==> src/logic/doa_pkg.sv <==
// Shared types, structs and register map of the ESPRIT covariance front end, imported by every RTL block.
`default_nettype none

package doa_pkg;

    // Widths of the datapath.
    localparam int DIN_WIDTH      = 16;               // Channelizer output component.
    localparam int CSYM_WIDTH     = DIN_WIDTH + 1;    // One bit of growth from the add.
    localparam int PROD_WIDTH     = 36;
    localparam int ACC_WIDTH      = PROD_WIDTH + 8;   // Room for 255 frames.
    localparam int FRAMES_WIDTH   = 8;
    localparam int DONE_WIDTH     = 16;
    localparam int VECTOR_LEN_DEF = 64;               // Sets the bin index width.

    localparam int NUM_LANES = 4;

    // Fixed lane order of the covariance products.
    localparam int LANE_R11    = 0;
    localparam int LANE_R22    = 1;
    localparam int LANE_R12_RE = 2;
    localparam int LANE_R12_IM = 3;

    typedef logic signed [DIN_WIDTH-1:0]  sample_t;
    typedef logic signed [CSYM_WIDTH-1:0] csym_t;
    typedef logic signed [PROD_WIDTH-1:0] prod_t;
    typedef logic signed [ACC_WIDTH-1:0]  acc_t;
    typedef logic [$clog2(VECTOR_LEN_DEF)-1:0] bin_t;
    typedef logic [FRAMES_WIDTH-1:0] frames_t;
    typedef logic [DONE_WIDTH-1:0]   done_cnt_t;
    typedef logic [7:0]  apb_addr_t;
    typedef logic [31:0] apb_data_t;

    localparam bin_t LAST_BIN = bin_t'(VECTOR_LEN_DEF - 1);

    typedef struct packed {
        sample_t din1_re;
        sample_t din1_im;
        sample_t din2_re;
        sample_t din2_im;
    } ant_sample_s;

    typedef struct packed {
        prod_t [NUM_LANES-1:0] prod;   // Indexed by lane order.
        bin_t                  bin;
        logic                  first_frame;   // Lane restarts its sum.
        logic                  last_frame;    // Lane emits its sum.
    } prod_beat_s;

    typedef struct packed {
        acc_t r11;
        acc_t r22;
        acc_t r12_re;
        acc_t r12_im;
        bin_t bin;
    } cov_out_s;

    // APB register map.
    localparam apb_addr_t REG_CTRL       = 8'h00;
    localparam apb_addr_t REG_ACC_FRAMES = 8'h04;
    localparam apb_addr_t REG_DONE_COUNT = 8'h08;

endpackage

`default_nettype wire

==> src/logic/bin_accumulator.sv <==
// One accumulator lane: keeps a running sum per bin and emits it on the last frame of a period.
`default_nettype none
`timescale 1ns/1ps

module bin_accumulator #(
    parameter int VECTOR_LEN = 64
) (
    input  wire                  clk,
    input  wire                  rst_n,
    input  wire doa_pkg::prod_t  prod,
    input  wire doa_pkg::bin_t   bin,
    input  wire                  first_frame,
    input  wire                  last_frame,
    input  wire                  beat_valid,
    output doa_pkg::acc_t        lane_sum,
    output doa_pkg::bin_t        lane_bin,
    output logic                 lane_valid
);

    import doa_pkg::*;

    // One sum per bin. Each bin comes back VECTOR_LEN beats later, so
    // the read-modify-write below never overlaps itself.
    acc_t mem [VECTOR_LEN];

    acc_t prod_ext;
    acc_t sum_new;

    assign prod_ext = acc_t'(prod);   // Sign extend.

    always_comb begin
        if (first_frame) begin
            sum_new = prod_ext;                // Restart the period.
        end else begin
            sum_new = mem[bin] + prod_ext;
        end
    end

    always_ff @(posedge clk) begin
        if (beat_valid) begin
            mem[bin] <= sum_new;
        end
    end

    always_ff @(posedge clk or negedge rst_n) begin
        if (!rst_n) begin
            lane_valid <= 1'b0;
        end else begin
            lane_valid <= beat_valid && last_frame;
        end
    end

    // Result held until the next emitted bin.
    always_ff @(posedge clk) begin
        if (beat_valid && last_frame) begin
            lane_sum <= sum_new;
            lane_bin <= bin;
        end
    end

endmodule

`default_nettype wire

==> config.mk <==
export PLATFORM = sky130hd
export DESIGN_NAME = bin_accumulator
export DESIGN_NICKNAME = d
export VERILOG_FILES = /design/src/logic/doa_pkg.sv /design/src/logic/bin_accumulator.sv
export SDC_FILE = /design/constraint.sdc
export NUM_CORES = 2
export LEC_CHECK = 0
export ABC_AREA = 0
export BUFFER_PORTS_ARGS = -buffer_cell sky130_fd_sc_hd__buf_2
export CAP_MARGIN = 20
export CORE_MARGIN = 5
export CORE_UTILIZATION = 56
export DETAILED_ROUTE_END_ITERATION = 6
export HOLD_SLACK_MARGIN = 0.05
export PLACE_DENSITY = 0.75
export REMOVE_ABC_BUFFERS = 1
export SETUP_SLACK_MARGIN = 0.3
export SKIP_CTS_REPAIR_TIMING = 1
export SLEW_MARGIN = 20
export SYNTH_ARGS = -nofsm -noshare
export SYNTH_HDL_FRONTEND = slang
export SYNTH_SLANG_ARGS = --single-unit
export TNS_END_PERCENT = 10
==> constraint.sdc <==
create_clock -name clk -period 6.3 [get_ports clk]
set_input_delay 0.63 -clock clk [delete_from_list [all_inputs] [get_ports clk]]
set_output_delay 0.63 -clock clk [all_outputs]
set_load 0.005 [all_outputs]
==> results.py <==
metrics = {
    "synthesis": {
        "syn-cell-area_mm2": 0.106,
        "ys_seq_elements": 2867,
        "syn_area_per_cell_um2": 18.4,
        "yosys_warnings": 0,
        "post_synth_inst_count": 5764,
        "yosysUniqueCellTypes": 78,
        "ys_seq_area_share_pct": 81.4,
        "async_reset_ff_share_pct": 0.0349,
        "synth_top_flop_cell": "edfxtp_1",
        "synth_edf_count": 2866,
    },
    "grt": {
        "grt_overflow_total": 0,
        "initial_antenna_violation_count": 11,
        "via_count_of_the_first_global_routing_pass": 63700,
        "grt_max_degree": 73,
        "grt_pass1_wl_um": 488000,
        "grt_util_all_layers_pct": 35.3,
    },
    "layout": {
        "layout.cells.most_common_list": "2866 x edfxtp_1, 857 x a22oi_1, 297 x clkbuf_16",
        "finish.instance_area_mm2": 0.122,
        "filler_cell_count": 12000,
        "synthToLayoutAreaGrowth_pct": 15.1,
        "mostFrequentLayoutCell": "edfxtp_1",
        "fin_nets": 6251,
        "drive_gt1_share_pct": 15.7,
    },
    "detailed_routing": {
        "detail_route.iter0.violations": 12700,
        "vias": 66500,
        "drt-pass1-iter-count": 7,
        "drt_drc_violations_left": 1,
        "routed_wl_um": 355000,
        "postRouteAntennaNets": 0,
        "via_per_inst": 7.50,
        "routed_length_per_placed_instance_um": 40.1,
    },
    "worst_setup_path": {
        "setup.worst_path.start_class": "input pin",
        "worstPathBufferInverterCount": 5,
        "critPathKind": "in2reg",
        "kind_of_end_point_of_the_critical_path": "flip-flop",
        "worstPathMaxFanout": 65,
        "cpLargestDelayFamily": "simple AND/OR/NAND/NOR gates",
        "critical_path_arrival_ns": 5.98,
        "crit_path_frequent_cell": "nand2_1",
        "critPathRequiredTime_ns": 6.89,
        "crit_path_max_incr_delay_ns": 0.51,
        "critical_path.cell_chain": "buf_2, and3b_4, buf_12, buf_4, a22o_1, a221oi_1, a31oi_1, nor4_1, nand2_1, ha_1, nand2_1, nor4_1, o21ai_0, a31oi_1, buf_4, nand2_1, nand2_1, xnor2_1, o21ai_4, buf_4",
        "slowest_stage": "ha_1",
    },
    "placement": {
        "dp.final_hpwl_um": 190000,
        "portBuffers": 97,
        "postPlaceCellArea_mm2": 0.113,
        "place_congestion": 0.948,
    },
    "timing": {
        "worst_slew_pin_slew_ns": 1.26,
        "max-slew-margin-rel_pct": 15.9,
        "setup_viol_count_final": 0,
        "max_freq_mhz": 186,
        "finalHoldViolations": 0,
        "grt_setup_unrepaired": "no",
        "setup_tns_ns": 0,
        "final.min_clock_period_ns": 5.39,
        "number_of_pins_exceeding_their_max_slew_limit_in_the_final_report": 0,
        "final.period_utilization_pct": 85.6,
        "finalClockSkew_ns": 0.0905,
    },
    "die": {
        "rows": 159,
        "width_of_the_die_um": 445,
        "die_area_mm2": 0.198,
        "floorplan.initialDensity_pct": 56.3,
        "io-pin-count": 98,
        "dieHeight_um": 445,
        "design.core.area_mm2": 0.188,
    },
    "power_and_ir_drop": {
        "total_switching_power_uw": 9610,
        "vdd_drop_max_v": 0.000247,
        "p_int_uw": 32500,
        "pwr-share-clk_pct": 39.0,
        "power_per_cell_area_mw_per_mm2": 346,
        "power.sequential.fraction_pct": 52.8,
        "power.combinational.fraction_pct": 8.3,
        "p_leak_uw": 0.0378,
        "switching_share_pct": 22.8,
    },
    "clocking": {
        "cts_tree": "done",
        "clk_transition_reported_paths_ns": 0.06,
        "clk_path_buf_depth": 4,
        "clk_latency_ns": 0.96,
        "number_of_cts_inserted_buffers": 290,
        "cts.htree.levels": 5,
        "cts_num_sinks": 2867,
        "cts.root.buffer_cell": "clkbuf_16",
    },
    "outcome": {
        "outcome": "finished, violations left",
        "failed_checks": "DRC",
    },
    "worst_hold_path": {
        "worst_hold_path_type": "in2reg",
    },
    "job": {
        "timing.max_cap.violations": 0,
    },
}
==> metrics by stage <==
step                      hold WS, ns  total power (uW)  setup WS, ns  util (%)  std cells
final                          0.0931             42100         0.910      64.8       8858
after global routing           0.0777             43100         0.765      64.8       8851
after detailed placement        0.406             26000         0.253      60.1       8360
after global placement          0.404             25900         0.253      60.1       8360
after CTS                      -0.567             42000          1.14      64.8       8846
after floorplan                 0.334             24600        -20.70         -       5380
==> cell usage after synthesis (all sizes together), types with 7 or more instances <==
master / instances / area share, %
edfxtp: 2866 / 81
a22oi: 857 / 6.1
a221oi: 276 / 2.3
a22o: 276 / 2.3
a31oi: 258 / 1.5
buf: 228 / 1.1
clkbuf: 156 / 0.55
a21oi: 147 / 0.70
nand4: 114 / 0.67
nand2: 110 / 0.39
nor2: 88 / 0.31
o21ai: 59 / 0.28
ha: 43 / 0.51
nand3: 40 / 0.19
nor4: 40 / 0.24
inv: 20 / 0.071
a21o: 19 / 0.13
xnor2: 17 / 0.14
xor2: 17 / 0.14
nor3: 15 / 0.092
and3: 11 / 0.070
nor3b: 9 / 0.064
o21bai: 9 / 0.067
o21a: 7 / 0.050
==> cells by family (layout without fill, tap and decap cells) <==
| logic type | Yosys count | count (layout) | synth area share (%) |
|---|---|---|---|
| flops | 2867 | 2867 | 81.4 |
| compound gates | 1939 | 1939 | 13.7 |
| simple gates | 472 | 472 | 2.36 |
| buf+inv | 404 | 994 | 1.73 |
| fa+ha+maj | 44 | 44 | 0.527 |
| xor+xnor | 34 | 34 | 0.281 |
| mux | 4 | 4 | 0.0414 |
| other cells | 0 | 9 | 0 |
==> routing by layer <==
| metal | wire, um | global-route usage [%] | up-vias | part of all wire, % |
|---|---|---|---|---|
| li1 | - | - | 25300 | - |
| met1 | 110000 | 45.3 | 32600 | 31 |
| met2 | 155000 | 52.3 | 6877 | 44 |
| met3 | 59400 | 10.9 | 1611 | 17 |
| met4 | 30900 | 23.6 | 6 | 8.7 |
| met5 | 35 | 0 | - | 0.0099 |
==> flip-flops by register name, summed over array words and instances (netlist names) <==
signal,count
lane_valid,1
lane_bin,6
mem,2816
lane_sum,44
==> power by group through the flow <==
stage | sequential (uW) | combinational [uW] | clock (uW)
2_1_floorplan | 22800 | 1810 | 0
3_3_place_gp | 22600 | 3240 | 0
3_5_place_dp | 22600 | 3330 | 0
4_1_cts | 22200 | 3360 | 16400
5_1_grt | 22200 | 3620 | 17300
6_report | 22200 | 3480 | 16400
==> worst register-to-register path, stage by stage (launching register included) <==
cell and delay, ns:
edfxtp_1 0.38, a22o_1 0.24, a221oi_1 0.29, a31oi_1 0.20, nor4_1 0.45, nand2_1 0.24
ha_1 0.48, nand2_1 0.13, o21ai_0 0.37, o32ai_1 0.15, a31oi_1 0.33, buf_4 0.23
nand2_1 0.08, nand2_1 0.13, xnor2_1 0.13, o21ai_4 0.18, buf_4 0.50
==> layout make-up <==
class	count	area, um2	share of cell area [%]
Sequential cell	2867	86100	70.7
Multi-Input combinational cell	2493	18900	15.5
Clock buffer	353	7640	6.28
Timing Repair Buffer	488	4740	3.89
Tap cell	2495	3120	2.56
Clock inverter	133	1190	0.974
Inverter	20	75.1	0.0617
Antenna cell	9	22.5	0.0185
==> worst paths after layout <==
path	start	to	slack, ns	depth (start not counted)
max	bin[0]	mem[42][33]	0.91	20
min	bin[3]	lane_bin[3]	0.09	1
max reg2reg	mem[51][16]	mem[42][33]	1.38	16
min reg2reg	mem[41][40]	mem[26][40]	1.48	7
max in group asynchronous	rst_n	lane_valid	5.66	3
min in group asynchronous	rst_n	lane_valid	0.54	3
(Power assumes the default switching activity.)
