$ cat src/logic/doa_pkg.sv
// Shared types, structs and register map of the ESPRIT covariance front end, imported by every RTL block.
`default_nettype none

package doa_pkg;

    // Widths of the datapath.
    localparam int DIN_WIDTH      = 16;               // Channelizer output component.
    localparam int CSYM_WIDTH     = DIN_WIDTH + 1;    // One bit of growth from the add.
    localparam int PROD_WIDTH     = 36;
    localparam int ACC_WIDTH      = PROD_WIDTH + 8;   // Room for 255 frames.
    localparam int FRAMES_WIDTH   = 8;
    localparam int DONE_WIDTH     = 16;
    localparam int VECTOR_LEN_DEF = 64;               // Sets the bin index width.

    localparam int NUM_LANES = 4;

    // Fixed lane order of the covariance products.
    localparam int LANE_R11    = 0;
    localparam int LANE_R22    = 1;
    localparam int LANE_R12_RE = 2;
    localparam int LANE_R12_IM = 3;

    typedef logic signed [DIN_WIDTH-1:0]  sample_t;
    typedef logic signed [CSYM_WIDTH-1:0] csym_t;
    typedef logic signed [PROD_WIDTH-1:0] prod_t;
    typedef logic signed [ACC_WIDTH-1:0]  acc_t;
    typedef logic [$clog2(VECTOR_LEN_DEF)-1:0] bin_t;
    typedef logic [FRAMES_WIDTH-1:0] frames_t;
    typedef logic [DONE_WIDTH-1:0]   done_cnt_t;
    typedef logic [7:0]  apb_addr_t;
    typedef logic [31:0] apb_data_t;

    localparam bin_t LAST_BIN = bin_t'(VECTOR_LEN_DEF - 1);

    typedef struct packed {
        sample_t din1_re;
        sample_t din1_im;
        sample_t din2_re;
        sample_t din2_im;
    } ant_sample_s;

    typedef struct packed {
        prod_t [NUM_LANES-1:0] prod;   // Indexed by lane order.
        bin_t                  bin;
        logic                  first_frame;   // Lane restarts its sum.
        logic                  last_frame;    // Lane emits its sum.
    } prod_beat_s;

    typedef struct packed {
        acc_t r11;
        acc_t r22;
        acc_t r12_re;
        acc_t r12_im;
        bin_t bin;
    } cov_out_s;

    // APB register map.
    localparam apb_addr_t REG_CTRL       = 8'h00;
    localparam apb_addr_t REG_ACC_FRAMES = 8'h04;
    localparam apb_addr_t REG_DONE_COUNT = 8'h08;

endpackage

`default_nettype wire

$ cat src/logic/doa_apb_regs.sv
// APB register bank holding enable and accumulation length, and counting completed accumulations.
`default_nettype none
`timescale 1ns/1ps

module doa_apb_regs (
    input  wire                    clk,
    input  wire                    rst_n,
    input  wire doa_pkg::apb_addr_t paddr,
    input  wire                    psel,
    input  wire                    penable,
    input  wire                    pwrite,
    input  wire doa_pkg::apb_data_t pwdata,
    output doa_pkg::apb_data_t     prdata,
    output logic                   pready,
    output logic                   pslverr,
    input  wire                    acc_done,
    output logic                   enable,
    output doa_pkg::frames_t       acc_frames
);

    import doa_pkg::*;

    logic      access;
    logic      wr_en;
    logic      mapped;
    frames_t   wr_frames;
    done_cnt_t done_count;

    assign access = psel && penable;          // Access phase.
    assign wr_en  = access && pwrite;
    assign pready = 1'b1;                     // No wait states.

    assign mapped = (paddr == REG_CTRL) || (paddr == REG_ACC_FRAMES) ||
                    (paddr == REG_DONE_COUNT);
    assign pslverr = access && !mapped;

    // Zero is not a valid length.
    assign wr_frames = (pwdata[FRAMES_WIDTH-1:0] == '0) ? frames_t'(1) :
                       pwdata[FRAMES_WIDTH-1:0];

    always_ff @(posedge clk or negedge rst_n) begin
        if (!rst_n) begin
            enable     <= 1'b0;
            acc_frames <= frames_t'(1);
        end else if (wr_en) begin
            if (paddr == REG_CTRL) begin
                enable <= pwdata[0];
            end
            if (paddr == REG_ACC_FRAMES) begin
                acc_frames <= wr_frames;
            end
        end
    end

    // A write of any value clears the count.
    always_ff @(posedge clk or negedge rst_n) begin
        if (!rst_n) begin
            done_count <= '0;
        end else if (wr_en && paddr == REG_DONE_COUNT) begin
            done_count <= '0;
        end else if (acc_done) begin
            done_count <= done_count + 1'b1;
        end
    end

    always_comb begin
        prdata = '0;
        if (psel && !pwrite) begin
            case (paddr)
                REG_CTRL:       prdata = apb_data_t'(enable);
                REG_ACC_FRAMES: prdata = apb_data_t'(acc_frames);
                REG_DONE_COUNT: prdata = apb_data_t'(done_count);
                default:        prdata = '0;
            endcase
        end
    end

endmodule

`default_nettype wire

$ cat config.mk
export PLATFORM = sky130hd
export DESIGN_NAME = doa_apb_regs
export DESIGN_NICKNAME = d
export VERILOG_FILES = /design/src/logic/doa_pkg.sv /design/src/logic/doa_apb_regs.sv
export SDC_FILE = /design/constraint.sdc
export NUM_CORES = 1
export LEC_CHECK = 0
export BUFFER_PORTS_ARGS = -buffer_cell sky130_fd_sc_hd__buf_2
export CAP_MARGIN = 10
export CORE_ASPECT_RATIO = 1.75
export CORE_MARGIN = 8
export CORE_UTILIZATION = 30
export CTS_CLUSTER_SIZE = 20
export DETAILED_ROUTE_END_ITERATION = 10
export SYNTH_ARGS = -nofsm -noshare
export SYNTH_HDL_FRONTEND = slang
export SYNTH_SLANG_ARGS = --single-unit
$ cat constraint.sdc
create_clock -name clk -period 1.7 [get_ports clk]
set_input_delay 0.085 -clock clk [delete_from_list [all_inputs] [get_ports clk]]
set_output_delay 0.085 -clock clk [all_outputs]
set_load 0.02 [all_outputs]
==> results of run 1 <==
==> cell usage after synthesis (2+ instances only) <==
cell type  count
nor2_1        28
nor4_1         8
xor2_1         3
nand3_1        5
nor3_1         4
nor2b_1        2
conb_1         2
nand4_1        6
xnor2_1       12
inv_1          2
nand2_1        9
buf_4         18
mux2i_1        2
buf_2          5
and2_1         8
a21oi_1        2
dfrtp_1       24
mux2_2         8
a22oi_1        7
==> area by class of cell <==
| cell class | count | area [um^2] |
|---|---|---|
| sequential | 25 | 627 |
| multi-input combinational | 131 | 817 |
| fill | 520 | 3110 |
| clock inverter | 1 | 7.51 |
| clock buffer | 3 | 41.3 |
| tap | 54 | 67.6 |
| inverter | 2 | 7.51 |
| timing repair buffer | 55 | 298 |
==> how the worst max path moves through the flow <==
stage	to	slack, ns	cells past startpoint
2_1_floorplan	done_count[14]	0.36	5
3_3_place_gp	prdata[5]	0.19	6
3_5_place_dp	prdata[3]	0.19	6
4_1_cts	prdata[3]	0.18	6
5_1_grt	prdata[4]	0.04	6
6_report	prdata[3]	0.20	6
==> power groups by stage <==
stage               sequential (mW)  clock, mW  combinational (mW)
floorplan                     0.793          0               0.305
global placement              0.809          0               0.411
detailed placement            0.812          0               0.420
CTS                           0.800      0.378               0.425
global route                  0.812      0.401               0.486
finish                        0.799      0.360               0.415
==> per-stage QoR <==
step	hold slack [ns]	area (um^2)
3_5_place_dp	0.113	1810
6_report	0.0566	1870
2_1_floorplan	-0.211	1610
4_1_cts	0.0473	1870
3_3_place_gp	0.107	1810
5_1_grt	0.0550	1870
==> per-layer routing <==
layer | wire (um) | up-vias
met2 | 1980 | 46
met5 | 0 | -
met4 | 55 | 0
met1 | 1400 | 591
li1 | - | 639
met3 | 319 | 5
==> cells by family after synthesis <==
family,synth area share
buf+inv,0.108
flops,0.403
fa+ha+maj,0.00804
compound gates,0.0475
other cells,0.00483
xor+xnor,0.0845
mux,0.0708
simple gates,0.274
==> flip-flops by register name, summed over array words and instances, names as in the netlist <==
register and cells:
done_count 16, enable 1, acc_frames 8
==> worst register-to-register path: stages, from the launching register on <==
cell     delay, ns
dfrtp_1       0.45
ha_1          0.23
nand4_1       0.15
nor4_1        0.34
xnor2_1       0.16
nor2_1        0.06
==> results.yml, run 1 <==
placement:
  hpwl_um: 3080
  gp_congestion: 0.798
  place_inst: 266
  place_ws_ns: 0.192
  placement.io_buffers: 47
sta:
  fin_crit_sh: 0.881
  skew_ns: 0.00442
  hold_viol_final: 0
  rsz0062_at_grt: "no"
  worstMarginPinSlew_ns: 0.549
  layout_setup_ws_ns: 0.202
  fmax_ghz: 0.667
  period_minus_slack_ns: 1.50
  drv_slew: 0
  relSlewSlack: 0.634
  setup_viol: 0
  fin_tns_setup_ns: 0
pwr:
  peakVddDrop_uv: 501
  p_leak_nw: 0.913
  power_switching_mw: 0.560
  clockPowerShare: 0.229
  powerDensity_nw_per_um2: 844
  swShare: 0.356
  seqPwrFrac: 0.508
  p_int_mw: 1.01
  finalPower_mw: 1.57
  pwr-share-comb: 0.264
clock_tree:
  cts.clk_slew.worst_paths_ns: 0.09
  cts_tree: "built"
  cts_hold_buf: 1
  cts_buffers: 3
  worstSkewPairLatency_ns: 0.27
  htree_levels: 1
  post_cts_buffers: 0
  clock-sinks: 25
  cts_resized: 0
  cts-root-buf: "clkbuf_8"
  clockBufferDepth: 2
worst_setup_path:
  cp_slowest_cell: "nand4bb_1"
  cpPeakStageDelay_ns: 0.42
  crit_buf_inv: 2
  path_class: "in2out"
  crit_chain: "buf_2 -> nor4_4 -> nand2_1 -> nand4bb_1 -> nor2_1 -> buf_2"
  reg2reg_from: "done_count[1]"
  end_kind: "output port"
  rrSetupSlack_ns: 0.22
  startpoint_type: "input port"
  critical_path.most_common_cell: "buf_2"
  required_ns: 1.62
  cp_data_arrival_time_ns: 1.41
  r2r_end: "done_count[14]"
  crit_start: "paddr[5]"
  crit_path_max_fanout: 8
  crit_family: "simple AND/OR/NAND/NOR gates"
  r2r_cells: 5
global_routing:
  grtUsageTotal: 0.0994
  grt_pass1_wl_um: 6580
  grt_max_degree: 26
  grt_use_met3: 0.0394
  overflow: 0
  top_usage_layer: "met2"
  grt_pass1_vias: 1437
  antenna_found_initial: 0
  use_met1: 0.101
  grtUsageMet2: 0.175
floorplan:
  io_pins: 89
  dieArea_um2: 7830
  rows: 34
  start_util: 0.312
  die_h_um: 111
  die_width_um: 70.4
  core-area_um2: 4980
yosys:
  synth.cell_area_um2: 1560
  synth_top_area_cell: "dfrtp_1"
  async_flop_share: 1.00
  yosysSeqAreaShare: 0.403
  synth.top_cell.area_share: 0.386
  synth_cell_types: 30
  ys_ff_latch: 25
  syn_avg_cell_area_um2: 9.37
  ys_top_cells_by_area: "dfrtp_1 39%, buf_4 8.7%, nor2_1 6.8%"
  ys.flop_type: "dfrtp_1"
  synth_enable_flop_cells: 0
  post_synth_inst_count: 166
  yosys_warnings: 0
route:
  drt_iter0_markers: 13
  wl_per_cell_um: 13.8
  routed_wl_um: 3750
  final_antenna_net_count: 0
  drt_first_pass_iters: 3
  via_per_inst: 4.73
  remaining_drc_errors: 0
  vias: 1281
cells_and_area:
  final_nets: 265
  layout.cells.non_filler: 271
  drive_gt1_frac: 0.332
  area_delta_synth_final_pct: 20.0
  layout_common_cells: "47 x buf_2, 28 x nor2_1, 24 x dfrtp_1"
  n_antenna_cell: 0
  fin_util: 0.375
  layout_commonest_cell: "buf_2"
min_path:
  hold_depth: 2
  hold_class: "in2reg"
  worstHoldEndpoint: "acc_frames[7]"
  hp-start: "pwdata[7]"
run:
  cap_violations: 0
outcome:
  outcome: "finished, final reports clean"
Power figures use the tool's default switching activity.
==> run 2: changes to the inputs <==
- CORE_ASPECT_RATIO: 1.75 -> 1.5
- clock period: 1.7 -> 1.2 ns (I/O delays scaled with it)
==> results.yml, run 2 (synthesized netlist as in run 1, its figures left out) <==
cells_and_area:
  layout_commonest_cell: "buf_6"
  largest_register_ffs: 16
  layout.cells.non_filler: 316
  multiInputGateArea_um2: 1090
  largestRegisters: "done_count (16), acc_frames (8), enable (1)"
  seq_area_um2: 629
  largest-register: "done_count"
  layout_common_cells: "30 x buf_6, 29 x buf_2, 25 x buf_4"
  area_delta_synth_final_pct: 64.8
  n_antenna_cell: 0
  final_nets: 296
  drive_gt1_frac: 0.593
  fillers: 505
pwr:
  swShare: 0.371
  finalPower_mw: 2.92
  clockPowerShare: 0.176
  peakVddDrop_uv: 703
  p_int_mw: 1.84
  power_switching_mw: 1.08
  pwr-share-comb: 0.443
  p_leak_nw: 1.22
  powerDensity_nw_per_um2: 1140
  seqPwrFrac: 0.381
floorplan:
  start_util: 0.306
  rows: 32
  core-area_um2: 5080
  die_h_um: 104
  dieArea_um2: 7790
  die_width_um: 74.8
  io_pins: 89
worst_setup_path:
  crit_start: "done_count[0]"
  path_class: "reg2out"
  crit_buf_inv: 2
  reg2reg_from: "done_count[2]"
  crit_family: "flip-flops"
  startpoint_type: "register"
  crit_chain: "buf_6 -> mux2i_1 -> nor2_1 -> a21oi_1 -> nor2_2 -> buf_6"
  cp_data_arrival_time_ns: 1.32
  required_ns: 1.14
  cp_slowest_cell: "dfrtp_1"
  end_kind: "output port"
  critical_path.most_common_cell: "buf_6"
  cpPeakStageDelay_ns: 0.43
  crit_path_max_fanout: 3
clock_tree:
  cts_tree: "built"
  worstSkewPairLatency_ns: 0.27
  cts_buffers: 3
  clockBufferDepth: 2
  cts.clk_slew.worst_paths_ns: 0.09
  cts-root-buf: "clkbuf_8"
  htree_levels: 1
  clock-sinks: 25
route:
  final_antenna_net_count: 0
  routed_wl_um: 4570
  via_per_inst: 4.72
  drt_iter0_markers: 41
  vias: 1493
  remaining_drc_errors: 0
  wl_per_cell_um: 14.5
  drt_first_pass_iters: 4
global_routing:
  antenna_found_initial: 0
  grt_pass1_wl_um: 7540
  grtUsageTotal: 0.119
  grt_pass1_vias: 1667
  grt_max_degree: 26
  overflow: 0
placement:
  place_inst: 301
  gp_congestion: 0.794
  placement.io_buffers: 47
  hpwl_um: 3380
sta:
  fin_crit_sh: 1.15
  skew_ns: 0.00200
  setup_viol: 27
  hold_viol_final: 0
  worstMarginPinSlew_ns: 0.564
  layout_setup_ws_ns: -0.179
  relSlewSlack: 0.624
  period_minus_slack_ns: 1.38
  fmax_ghz: 0.725
  rsz0062_at_grt: "yes"
  drv_slew: 0
min_path:
  hp-start: "pwdata[4]"
  hold_class: "in2reg"
outcome:
  violations: "setup timing"
  outcome: "finished with violations"
run:
  cap_violations: 0
run 2: changes by cell type in the layout (fill, tap and decap cells not counted), sizes merged:
cell	previous run	this run
clkinv	0	1
clkinvlp	1	0
buf	54	85
run 2: stage by stage:
step	setup TNS [ns]	utilization	cell area [um^2]	setup WS, ns	hold slack [ns]
floorplan	-0.181	-	1680	-0.0652	-0.236
global placement	-3.16	0.404	2050	-0.152	0.0884
detailed placement	-3.64	0.404	2050	-0.167	0.0921
CTS	-2.43	0.483	2450	-0.187	0.0224
global route	-4.02	0.504	2560	-0.253	0.0333
finish	-2.24	0.504	2560	-0.179	0.0293
run 2: metal layers:
layer	global-route usage	wire, um
met3	0.0203	273
met2	0.223	2700
met1	0.121	1510
met5	0	0
met4	0.0507	91
run 2: power groups by stage:
stage | sequential (mW) | clock [mW] | combinational, mW
after floorplan | 1.13 | 0 | 0.470
after global placement | 1.10 | 0 | 0.797
after detailed placement | 1.11 | 0 | 0.811
after CTS | 1.11 | 0.531 | 1.15
after global routing | 1.13 | 0.565 | 1.42
final | 1.11 | 0.513 | 1.29
run 2: final timing paths:
check                            endpoint  slack, ns  cells after the start
max                             prdata[0]      -0.18                      6
min                         acc_frames[4]       0.03                      2
max reg2reg                done_count[12]      -0.18                      5
min reg2reg                 acc_frames[0]       0.51                      2
max in group asynchronous   done_count[4]       0.49                      2
min in group asynchronous   acc_frames[5]       0.31                      2
run 2: layout make-up:
cell class                 count  share of cell area
clock inverter                 1             0.00195
clock buffer                   3              0.0161
multi-input combinational    131               0.427
tap                           68              0.0332
sequential                    25               0.245
inverter                       2             0.00293
timing repair buffer          86               0.273
run 2: repair_timing:
action                                 in CTS  in global routing
gates resized for setup                    72                 20
pin swaps                                  15                 15
setup buffers                               8                  2
hold buffers                                1                  0
setup endpoints to repair                  27                 29
endpoints found under the hold margin      24                  0
run 2: worst register-to-register path, cell delays in order, from the launching register on:
cell     delay (ns)
dfrtp_1        0.41
nand4_4        0.18
buf_6          0.19
nor4_4         0.28
xnor2_1        0.16
nor2_1         0.05
