File: src/logic/doa_pkg.sv
// Shared types, structs and register map of the ESPRIT covariance front end, imported by every RTL block.
`default_nettype none

package doa_pkg;

    // Widths of the datapath.
    localparam int DIN_WIDTH      = 16;               // Channelizer output component.
    localparam int CSYM_WIDTH     = DIN_WIDTH + 1;    // One bit of growth from the add.
    localparam int PROD_WIDTH     = 36;
    localparam int ACC_WIDTH      = PROD_WIDTH + 8;   // Room for 255 frames.
    localparam int FRAMES_WIDTH   = 8;
    localparam int DONE_WIDTH     = 16;
    localparam int VECTOR_LEN_DEF = 64;               // Sets the bin index width.

    localparam int NUM_LANES = 4;

    // Fixed lane order of the covariance products.
    localparam int LANE_R11    = 0;
    localparam int LANE_R22    = 1;
    localparam int LANE_R12_RE = 2;
    localparam int LANE_R12_IM = 3;

    typedef logic signed [DIN_WIDTH-1:0]  sample_t;
    typedef logic signed [CSYM_WIDTH-1:0] csym_t;
    typedef logic signed [PROD_WIDTH-1:0] prod_t;
    typedef logic signed [ACC_WIDTH-1:0]  acc_t;
    typedef logic [$clog2(VECTOR_LEN_DEF)-1:0] bin_t;
    typedef logic [FRAMES_WIDTH-1:0] frames_t;
    typedef logic [DONE_WIDTH-1:0]   done_cnt_t;
    typedef logic [7:0]  apb_addr_t;
    typedef logic [31:0] apb_data_t;

    localparam bin_t LAST_BIN = bin_t'(VECTOR_LEN_DEF - 1);

    typedef struct packed {
        sample_t din1_re;
        sample_t din1_im;
        sample_t din2_re;
        sample_t din2_im;
    } ant_sample_s;

    typedef struct packed {
        prod_t [NUM_LANES-1:0] prod;   // Indexed by lane order.
        bin_t                  bin;
        logic                  first_frame;   // Lane restarts its sum.
        logic                  last_frame;    // Lane emits its sum.
    } prod_beat_s;

    typedef struct packed {
        acc_t r11;
        acc_t r22;
        acc_t r12_re;
        acc_t r12_im;
        bin_t bin;
    } cov_out_s;

    // APB register map.
    localparam apb_addr_t REG_CTRL       = 8'h00;
    localparam apb_addr_t REG_ACC_FRAMES = 8'h04;
    localparam apb_addr_t REG_DONE_COUNT = 8'h08;

endpackage

`default_nettype wire

File: src/logic/cov_collector.sv
// Output stage: packs the four lane sums into the covariance struct and flags the end of a period.
`default_nettype none
`timescale 1ns/1ps

module cov_collector (
    input  wire                                          clk,
    input  wire                                          rst_n,
    input  wire doa_pkg::acc_t [doa_pkg::NUM_LANES-1:0]  lane_sum,
    input  wire doa_pkg::bin_t                           lane_bin,
    input  wire                                          lane_valid,
    output doa_pkg::cov_out_s                            dout,
    output logic                                         dout_valid,
    output logic                                         acc_done
);

    import doa_pkg::*;

    // Valid and bin come from lane 0; all lanes run in lockstep.
    always_ff @(posedge clk or negedge rst_n) begin
        if (!rst_n) begin
            dout_valid <= 1'b0;
            acc_done   <= 1'b0;
        end else begin
            dout_valid <= lane_valid;
            acc_done   <= lane_valid && (lane_bin == LAST_BIN);   // Last bin out.
        end
    end

    always_ff @(posedge clk) begin
        if (lane_valid) begin
            dout.r11    <= lane_sum[LANE_R11];
            dout.r22    <= lane_sum[LANE_R22];
            dout.r12_re <= lane_sum[LANE_R12_RE];
            dout.r12_im <= lane_sum[LANE_R12_IM];
            dout.bin    <= lane_bin;
        end
    end

endmodule

`default_nettype wire

File: config.mk
export PLATFORM = sky130hd
export DESIGN_NAME = cov_collector
export DESIGN_NICKNAME = d
export VERILOG_FILES = /design/src/logic/doa_pkg.sv /design/src/logic/cov_collector.sv
export SDC_FILE = /design/constraint.sdc
export NUM_CORES = 1
export LEC_CHECK = 0
export BUFFER_PORTS_ARGS = -buffer_cell sky130_fd_sc_hd__buf_4
export CAP_MARGIN = 40
export CORE_AREA = 3 3 143 145
export CTS_CLUSTER_SIZE = 14
export DETAILED_ROUTE_END_ITERATION = 12
export DIE_AREA = 0 0 146 148
export PLACE_DENSITY = 0.65
export SETUP_SLACK_MARGIN = 0.4
export SLEW_MARGIN = 20
export SYNTH_ARGS = -nofsm -noshare
export SYNTH_HDL_FRONTEND = slang
export SYNTH_SLANG_ARGS = --single-unit
export TNS_END_PERCENT = 100
File: constraint.sdc
create_clock -name clk -period 0.8 [get_ports clk]
set_clock_uncertainty 0.05 [all_clocks]
set_input_delay 0.04 -clock clk [delete_from_list [all_inputs] [get_ports clk]]
set_output_delay 0.04 -clock clk [all_outputs]
set_load 0.02 [all_outputs]
==> flow_metrics.env, run 1 <==
export IMPL_cpMaxStageDelayCell="edfxtp_1"
export IMPL_route_detailed_vias_per_inst=3.998
export IMPL_layout_setup_ws_ns=-0.3011
export IMPL_vias=3458
export IMPL_grt_overflow_total=0
export IMPL_classification_of_the_worst_setup_path="reg -> out"
export IMPL_critical_path_startpoint="dout[141]"
export IMPL_finish_net_count=772
export IMPL_holdWs_ns=-0.2665
export IMPL_clk_path_buf_depth=2
export IMPL_drc=0
export IMPL_yosys_area_top_type_share_pct=98.82
export IMPL_global_route_peak_usage_layer="met2"
export IMPL_grt_util_met1_pct=14.79
export IMPL_p_sw_share_pct=24.62
export IMPL_pwr_share_comb_pct=15.4
export IMPL_crit_path_capture_type="primary output"
export IMPL_share_clk_of_total_power_pct=33.9
export IMPL_syn_area_per_cell_um2=29.57
export IMPL_drt_wirelength_per_cell_um=17.87
export IMPL_critical_path_top_delay_family="flip-flops"
export IMPL_critPathLaunchType="register"
export IMPL_number_of_design_rule_violations_left_by_the_first_detailed_router_iteration=104
export IMPL_ant_nets=0
export IMPL_first_global_vias=3892
export IMPL_crit_buf_inv=1
export IMPL_first_pass_iteration_count_of_the_detailed_router=4
export IMPL_filler_cell_count=1593
export IMPL_grt_met3_usage_pct=6.928
export IMPL_antenna_found_initial=0
export IMPL_crit_arrival_ns=1.01
export IMPL_synth_cell_area_um2=5530
export IMPL_total_leakage_power_nw=4.187
export IMPL_slew_viol_final=0
export IMPL_post_dp_hpwl_um=11890
export IMPL_multi_input_comb_area_um2=15.01
export IMPL_setup_tns_final_ns=-44.44
export IMPL_yosysWarningCount=0
export IMPL_final_area_um2=10090
export IMPL_violated_checks="negative hold slack, negative setup slack"
export IMPL_place_area_um2=8741
export IMPL_power_density_nw_per_um2=2304
export IMPL_clk_transition_reported_paths_ns=0.08
export IMPL_wirelength_um=15460
export IMPL_outcome="complete, but fails checks"
export IMPL_total_setup_buffers_inserted_after_cts=0
export IMPL_hp_start="lane_sum[59]"
export IMPL_design_portCount=369
export IMPL_rsz0062_at_grt="yes"
export IMPL_place_worst_setup_slack_ns=-0.1019
export IMPL_cp_data_required_time_ns=0.71
export IMPL_layout_drive_gt1_share_pct=68.33
export IMPL_synth_yosys_seq_area_share_pct=99.73
export IMPL_rows=51
export IMPL_synth_seq_cells=184
export IMPL_core_area_um2=19330
export IMPL_worstMarginPinSlew_ns=0.1820
export IMPL_report_final_hold_viol_count=190
export IMPL_floorplan_die_height_um=148
export IMPL_maximum_number_of_pins_on_one_net_before_global_route_repair=33
export IMPL_sequentialPowerShare_pct=50.8
export IMPL_syn_inst=187
export IMPL_register_area_um2=5515
export IMPL_utilization_pct=52.20
export IMPL_holdBufCountCts=1
export IMPL_clockRootBuffer="clkbuf_16"
export IMPL_power_switching_mw=5.724
export IMPL_fmax_mhz=908.1
export IMPL_maximum_capacitance_violations=0
export IMPL_grt_first_pass_wirelength_um=22700
export IMPL_synth_area_leaders="edfxtp_1, dfrtp_1, nand4_1"
export IMPL_clock_sinks=184
export IMPL_synthesis_nets=372
export IMPL_path_max_fanout=1
export IMPL_cts_htree_levels=4
export IMPL_tritoncts="done"
export IMPL_worstPathCellList="buf_6"
export IMPL_cts_buffers=17
export IMPL_shortest_period_the_worst_path_allows_ns=1.101
export IMPL_max_stage_delay_ns=0.43
export IMPL_hold_class="in -> reg"
export IMPL_intPower_mw=17.53
export IMPL_routability_congestion_estimate=0.7643
export IMPL_globalRouteTotalUtil_pct=14.04
export IMPL_irDropWorstVdd_mv=1.337
export IMPL_buffer_ports_inserted=368
export IMPL_yosys_area_top_type="edfxtp_1"
export IMPL_finalCritPeriodShare_pct=137.6
export IMPL_die_x_um=146
export IMPL_antenna_diode_count=0
export IMPL_yosys_cell_types_count=5
export IMPL_grt_met2_usage_pct=23.52
export IMPL_fp_dieArea_um2=21610
export IMPL_layout_overhead_on_the_synthesized_area_pct=82.49
export IMPL_final_setup_violations=184
export IMPL_maxSlewHeadroom_pct=87.86
export IMPL_starting_density_of_the_core_pct=28.60
==> sequential cells by signal, indices dropped and copies added, names as in the netlist <==
| signal | cells |
|---|---|
| dout | 182 |
| acc_done | 1 |
| dout_valid | 1 |
==> cell families (layout without fill, tap and decap cells) <==
| logic type | Yosys count | count (layout) | synth area share [%] |
|---|---|---|---|
| buf+inv | 0 | 413 | 0 |
| flops | 184 | 184 | 99.73 |
| simple gates | 3 | 3 | 0.2714 |
==> cell type report <==
type,count,share of cell area (%)
Timing Repair Buffer,381,36.33
Sequential cell,184,54.65
Multi-Input combinational cell,3,0.1488
Tap cell,265,3.285
Clock inverter,15,1.376
Clock buffer,17,4.215
==> power by group through the flow <==
stage / registers (mW) / logic (mW) / clock network [mW]
3_5_place_dp: 11.9 / 3.12 / 0
3_3_place_gp: 11.8 / 3.08 / 0
4_1_cts: 11.8 / 3.60 / 8.17
2_1_floorplan: 12.8 / 0.00200 / 0
6_report: 11.8 / 3.57 / 7.87
5_1_grt: 11.9 / 3.73 / 8.65
==> cell usage in the layout (no fill, tap or decap), types with 3 or more instances in the layout <==
cell type / count
inv_8: 3
buf_4: 190
buf_6: 184
edfxtp_1: 182
clkbuf_16: 17
inv_6: 4
buf_16: 5
==> per-layer routing <==
layer	vias up	share of wire, %
li1	1564	-
met1	1648	34
met2	220	52
met3	26	11
met4	0	2.9
met5	-	0
==> synth_stat cells <==
| library cell | n |
|---|---|
| nand3_1 | 1 |
| nor2_1 | 1 |
| dfrtp_1 | 2 |
| edfxtp_1 | 182 |
| nand4_1 | 1 |
==> stage by stage <==
| stage | std cells | power [mW] |
|---|---|---|
| 2_1_floorplan | 187 | 12.84 |
| 3_3_place_gp | 830 | 14.93 |
| 3_5_place_dp | 830 | 14.99 |
| 4_1_cts | 865 | 23.57 |
| 5_1_grt | 865 | 24.25 |
| 6_report | 865 | 23.25 |
==> path summary, 6_finish.rpt <==
kind                              end  cells past startpoint  slack, ns
max                         dout[141]                      1      -0.30
min                         dout[109]                      1      -0.27
max in group asynchronous    acc_done                      2       0.69
min in group asynchronous  dout_valid                      2      -0.09
==> repair_timing <==
| action | 4_1_cts | 5_1_grt |
|---|---|---|
| pin swaps | 0 | 0 |
| hold endpoints to repair | 190 | 190 |
| gates resized for setup | 183 | 8 |
| cloned | 2 | 0 |
| setup endpoints to repair | 272 | 184 |
No activity file was read; power rests on OpenSTA's default activity.
==> inputs of run 2 (changes only) <==
Settings changed: GPL_TIMING_DRIVEN set to 0.
==> run 2 against run 1 <==
Net effect: highest routed layer unchanged; core utilization is 0.28 points higher; critical endpoint is now dout[123]; setup slack worse by 0.010 ns; total power increased by 2.9%; the flow still finishes with violations (negative hold slack, negative setup slack).
==> flow_metrics.env, run 2 (synthesis gave the netlist of run 1 again) <==
export IMPL_outcome="complete, but fails checks"
export IMPL_violated_checks="negative hold slack, negative setup slack"
export IMPL_slew_viol_final=0
export IMPL_ant_nets=0
export IMPL_hold_class="in -> reg"
export IMPL_final_cells=859
export IMPL_classification_of_the_worst_setup_path="reg -> out"
export IMPL_drc=0
export IMPL_finish_net_count=767
export IMPL_rows=51
export IMPL_final_common_cell="buf_4"
export IMPL_sequentialPowerShare_pct=49.3
export IMPL_globalRouteTotalUtil_pct=14.15
export IMPL_worstPathCellList="buf_6"
export IMPL_cts_buffers=17
export IMPL_setup_tns_final_ns=-43.68
export IMPL_die_x_um=146
export IMPL_wirelength_um=15890
export IMPL_total_leakage_power_nw=4.209
export IMPL_fp_dieArea_um2=21610
export IMPL_layout_cells_most_common_list="buf_4, buf_6, edfxtp_1"
export IMPL_floorplan_die_height_um=148
export IMPL_critical_path_top_delay_family="flip-flops"
export IMPL_maxSlewHeadroom_pct=84.45
export IMPL_buffer_ports_inserted=368
export IMPL_clock_sinks=184
export IMPL_antenna_diode_count=0
export IMPL_final_setup_violations=184
export IMPL_first_pass_iteration_count_of_the_detailed_router=4
export IMPL_report_final_hold_viol_count=205
export IMPL_finalCritPeriodShare_pct=138.9
export IMPL_critPathLaunchType="register"
export IMPL_crit_arrival_ns=1.02
export IMPL_vias=3442
export IMPL_layout_overhead_on_the_synthesized_area_pct=83.48
export IMPL_routability_congestion_estimate=0.7497
export IMPL_design_portCount=369
export IMPL_worst_hold_path_num_cells=1
export IMPL_clk_transition_reported_paths_ns=0.07
export IMPL_maximum_capacitance_violations=0
export IMPL_shortest_period_the_worst_path_allows_ns=1.112
export IMPL_cpMaxStageDelayCell="edfxtp_1"
export IMPL_critical_path_cell_count=1
export IMPL_clk_path_buf_depth=2
export IMPL_max_stage_delay_ns=0.44
export IMPL_post_dp_hpwl_um=11200
export IMPL_drt_wirelength_per_cell_um=18.49
export IMPL_layout_drive_gt1_share_pct=68.18
export IMPL_largest_register="dout"
export IMPL_holdBufCountCts=1
export IMPL_first_global_vias=3885
export IMPL_power_switching_mw=5.547
export IMPL_share_clk_of_total_power_pct=35.7
export IMPL_number_of_flip_flops_in_the_largest_register=182
export IMPL_fmax_mhz=899.6
export IMPL_utilization_pct=52.48
export IMPL_starting_density_of_the_core_pct=28.60
export IMPL_clockRootBuffer="clkbuf_16"
export IMPL_reg_largest_list="dout x182, acc_done x1, dout_valid x1"
export IMPL_tritoncts="done"
export IMPL_worstMarginPinSlew_ns=0.2333
export IMPL_intPower_mw=18.39
export IMPL_power_density_nw_per_um2=2359
export IMPL_rsz0062_at_grt="yes"
export IMPL_layout_setup_ws_ns=-0.3116
export IMPL_crit_buf_inv=1
export IMPL_path_max_fanout=1
export IMPL_irDropWorstVdd_mv=1.318
export IMPL_route_detailed_vias_per_inst=4.007
export IMPL_cp_data_required_time_ns=0.71
export IMPL_p_sw_share_pct=23.18
export IMPL_antenna_found_initial=0
export IMPL_post_place_cells=821
export IMPL_post_layout_total_power_mw=23.93
export IMPL_cts_htree_levels=4
export IMPL_core_area_um2=19330
export IMPL_crit_path_capture_type="primary output"
export IMPL_pwr_share_comb_pct=15.0
export IMPL_grt_overflow_total=0
export IMPL_grt_first_pass_wirelength_um=22700
export IMPL_holdWs_ns=-0.2607
export IMPL_number_of_design_rule_violations_left_by_the_first_detailed_router_iteration=112
export IMPL_maximum_number_of_pins_on_one_net_before_global_route_repair=45
==> run 2: cell count changes in the layout (fill, tap and decap cells not counted), sizes merged <==
cell / delta
bufbuf: +2
clkbuf: +2
buf: -8
inv: -2
clkinv: -3
bufinv: +3
==> run 2: worst paths after layout <==
check                             end          from  slack, ns
setup / recovery            dout[123]     dout[123]      -0.31
min in group asynchronous  dout_valid         rst_n      -0.09
hold / removal              dout[175]  lane_sum[37]      -0.26
max in group asynchronous    acc_done         rst_n       0.70
==> run 2: power groups by stage <==
stage	clock network, mW	logic, mW	registers (mW)
finish	8.54	3.59	11.8
global route	9.19	3.75	11.9
CTS	8.78	3.59	11.8
detailed placement	0	3.06	11.9
global placement	0	2.99	11.9
floorplan	0	0.00200	12.8
==> run 2: per-stage QoR <==
stage,setup slack (ns),cell area (um^2)
after floorplan,0.2605,5530
after global placement,-1.338,8625
after detailed placement,-0.6760,8660
after CTS,-0.3334,10090
after global routing,-0.3546,10150
final,-0.3116,10150
==> run 2: repair_timing <==
item | CTS | global route
pin swaps | 0 | 1
endpoints found under the hold margin | 227 | 216
cloned | 5 | 1
endpoints found under the setup margin | 368 | 192
resized for setup | 181 | 9
setup buffers | 0 | 0
==> run 2: per-layer routing <==
metal	vias to the layer above	routed length, um	global-route usage [%]
li1	1562	-	-
met1	1641	5509	14.49
met2	221	8339	24.40
met3	18	1732	7.572
met4	0	303	5.644
met5	-	0	0
==> run 2: final cells by class <==
cell class,instances,area (um^2)
repair buffers,376,3680
multi-input cells,3,22.52
fillers,1536,9188
flip-flops and latches,184,5515
clock inverters,13,168.9
clock buffers,18,429.2
well taps,265,331.6
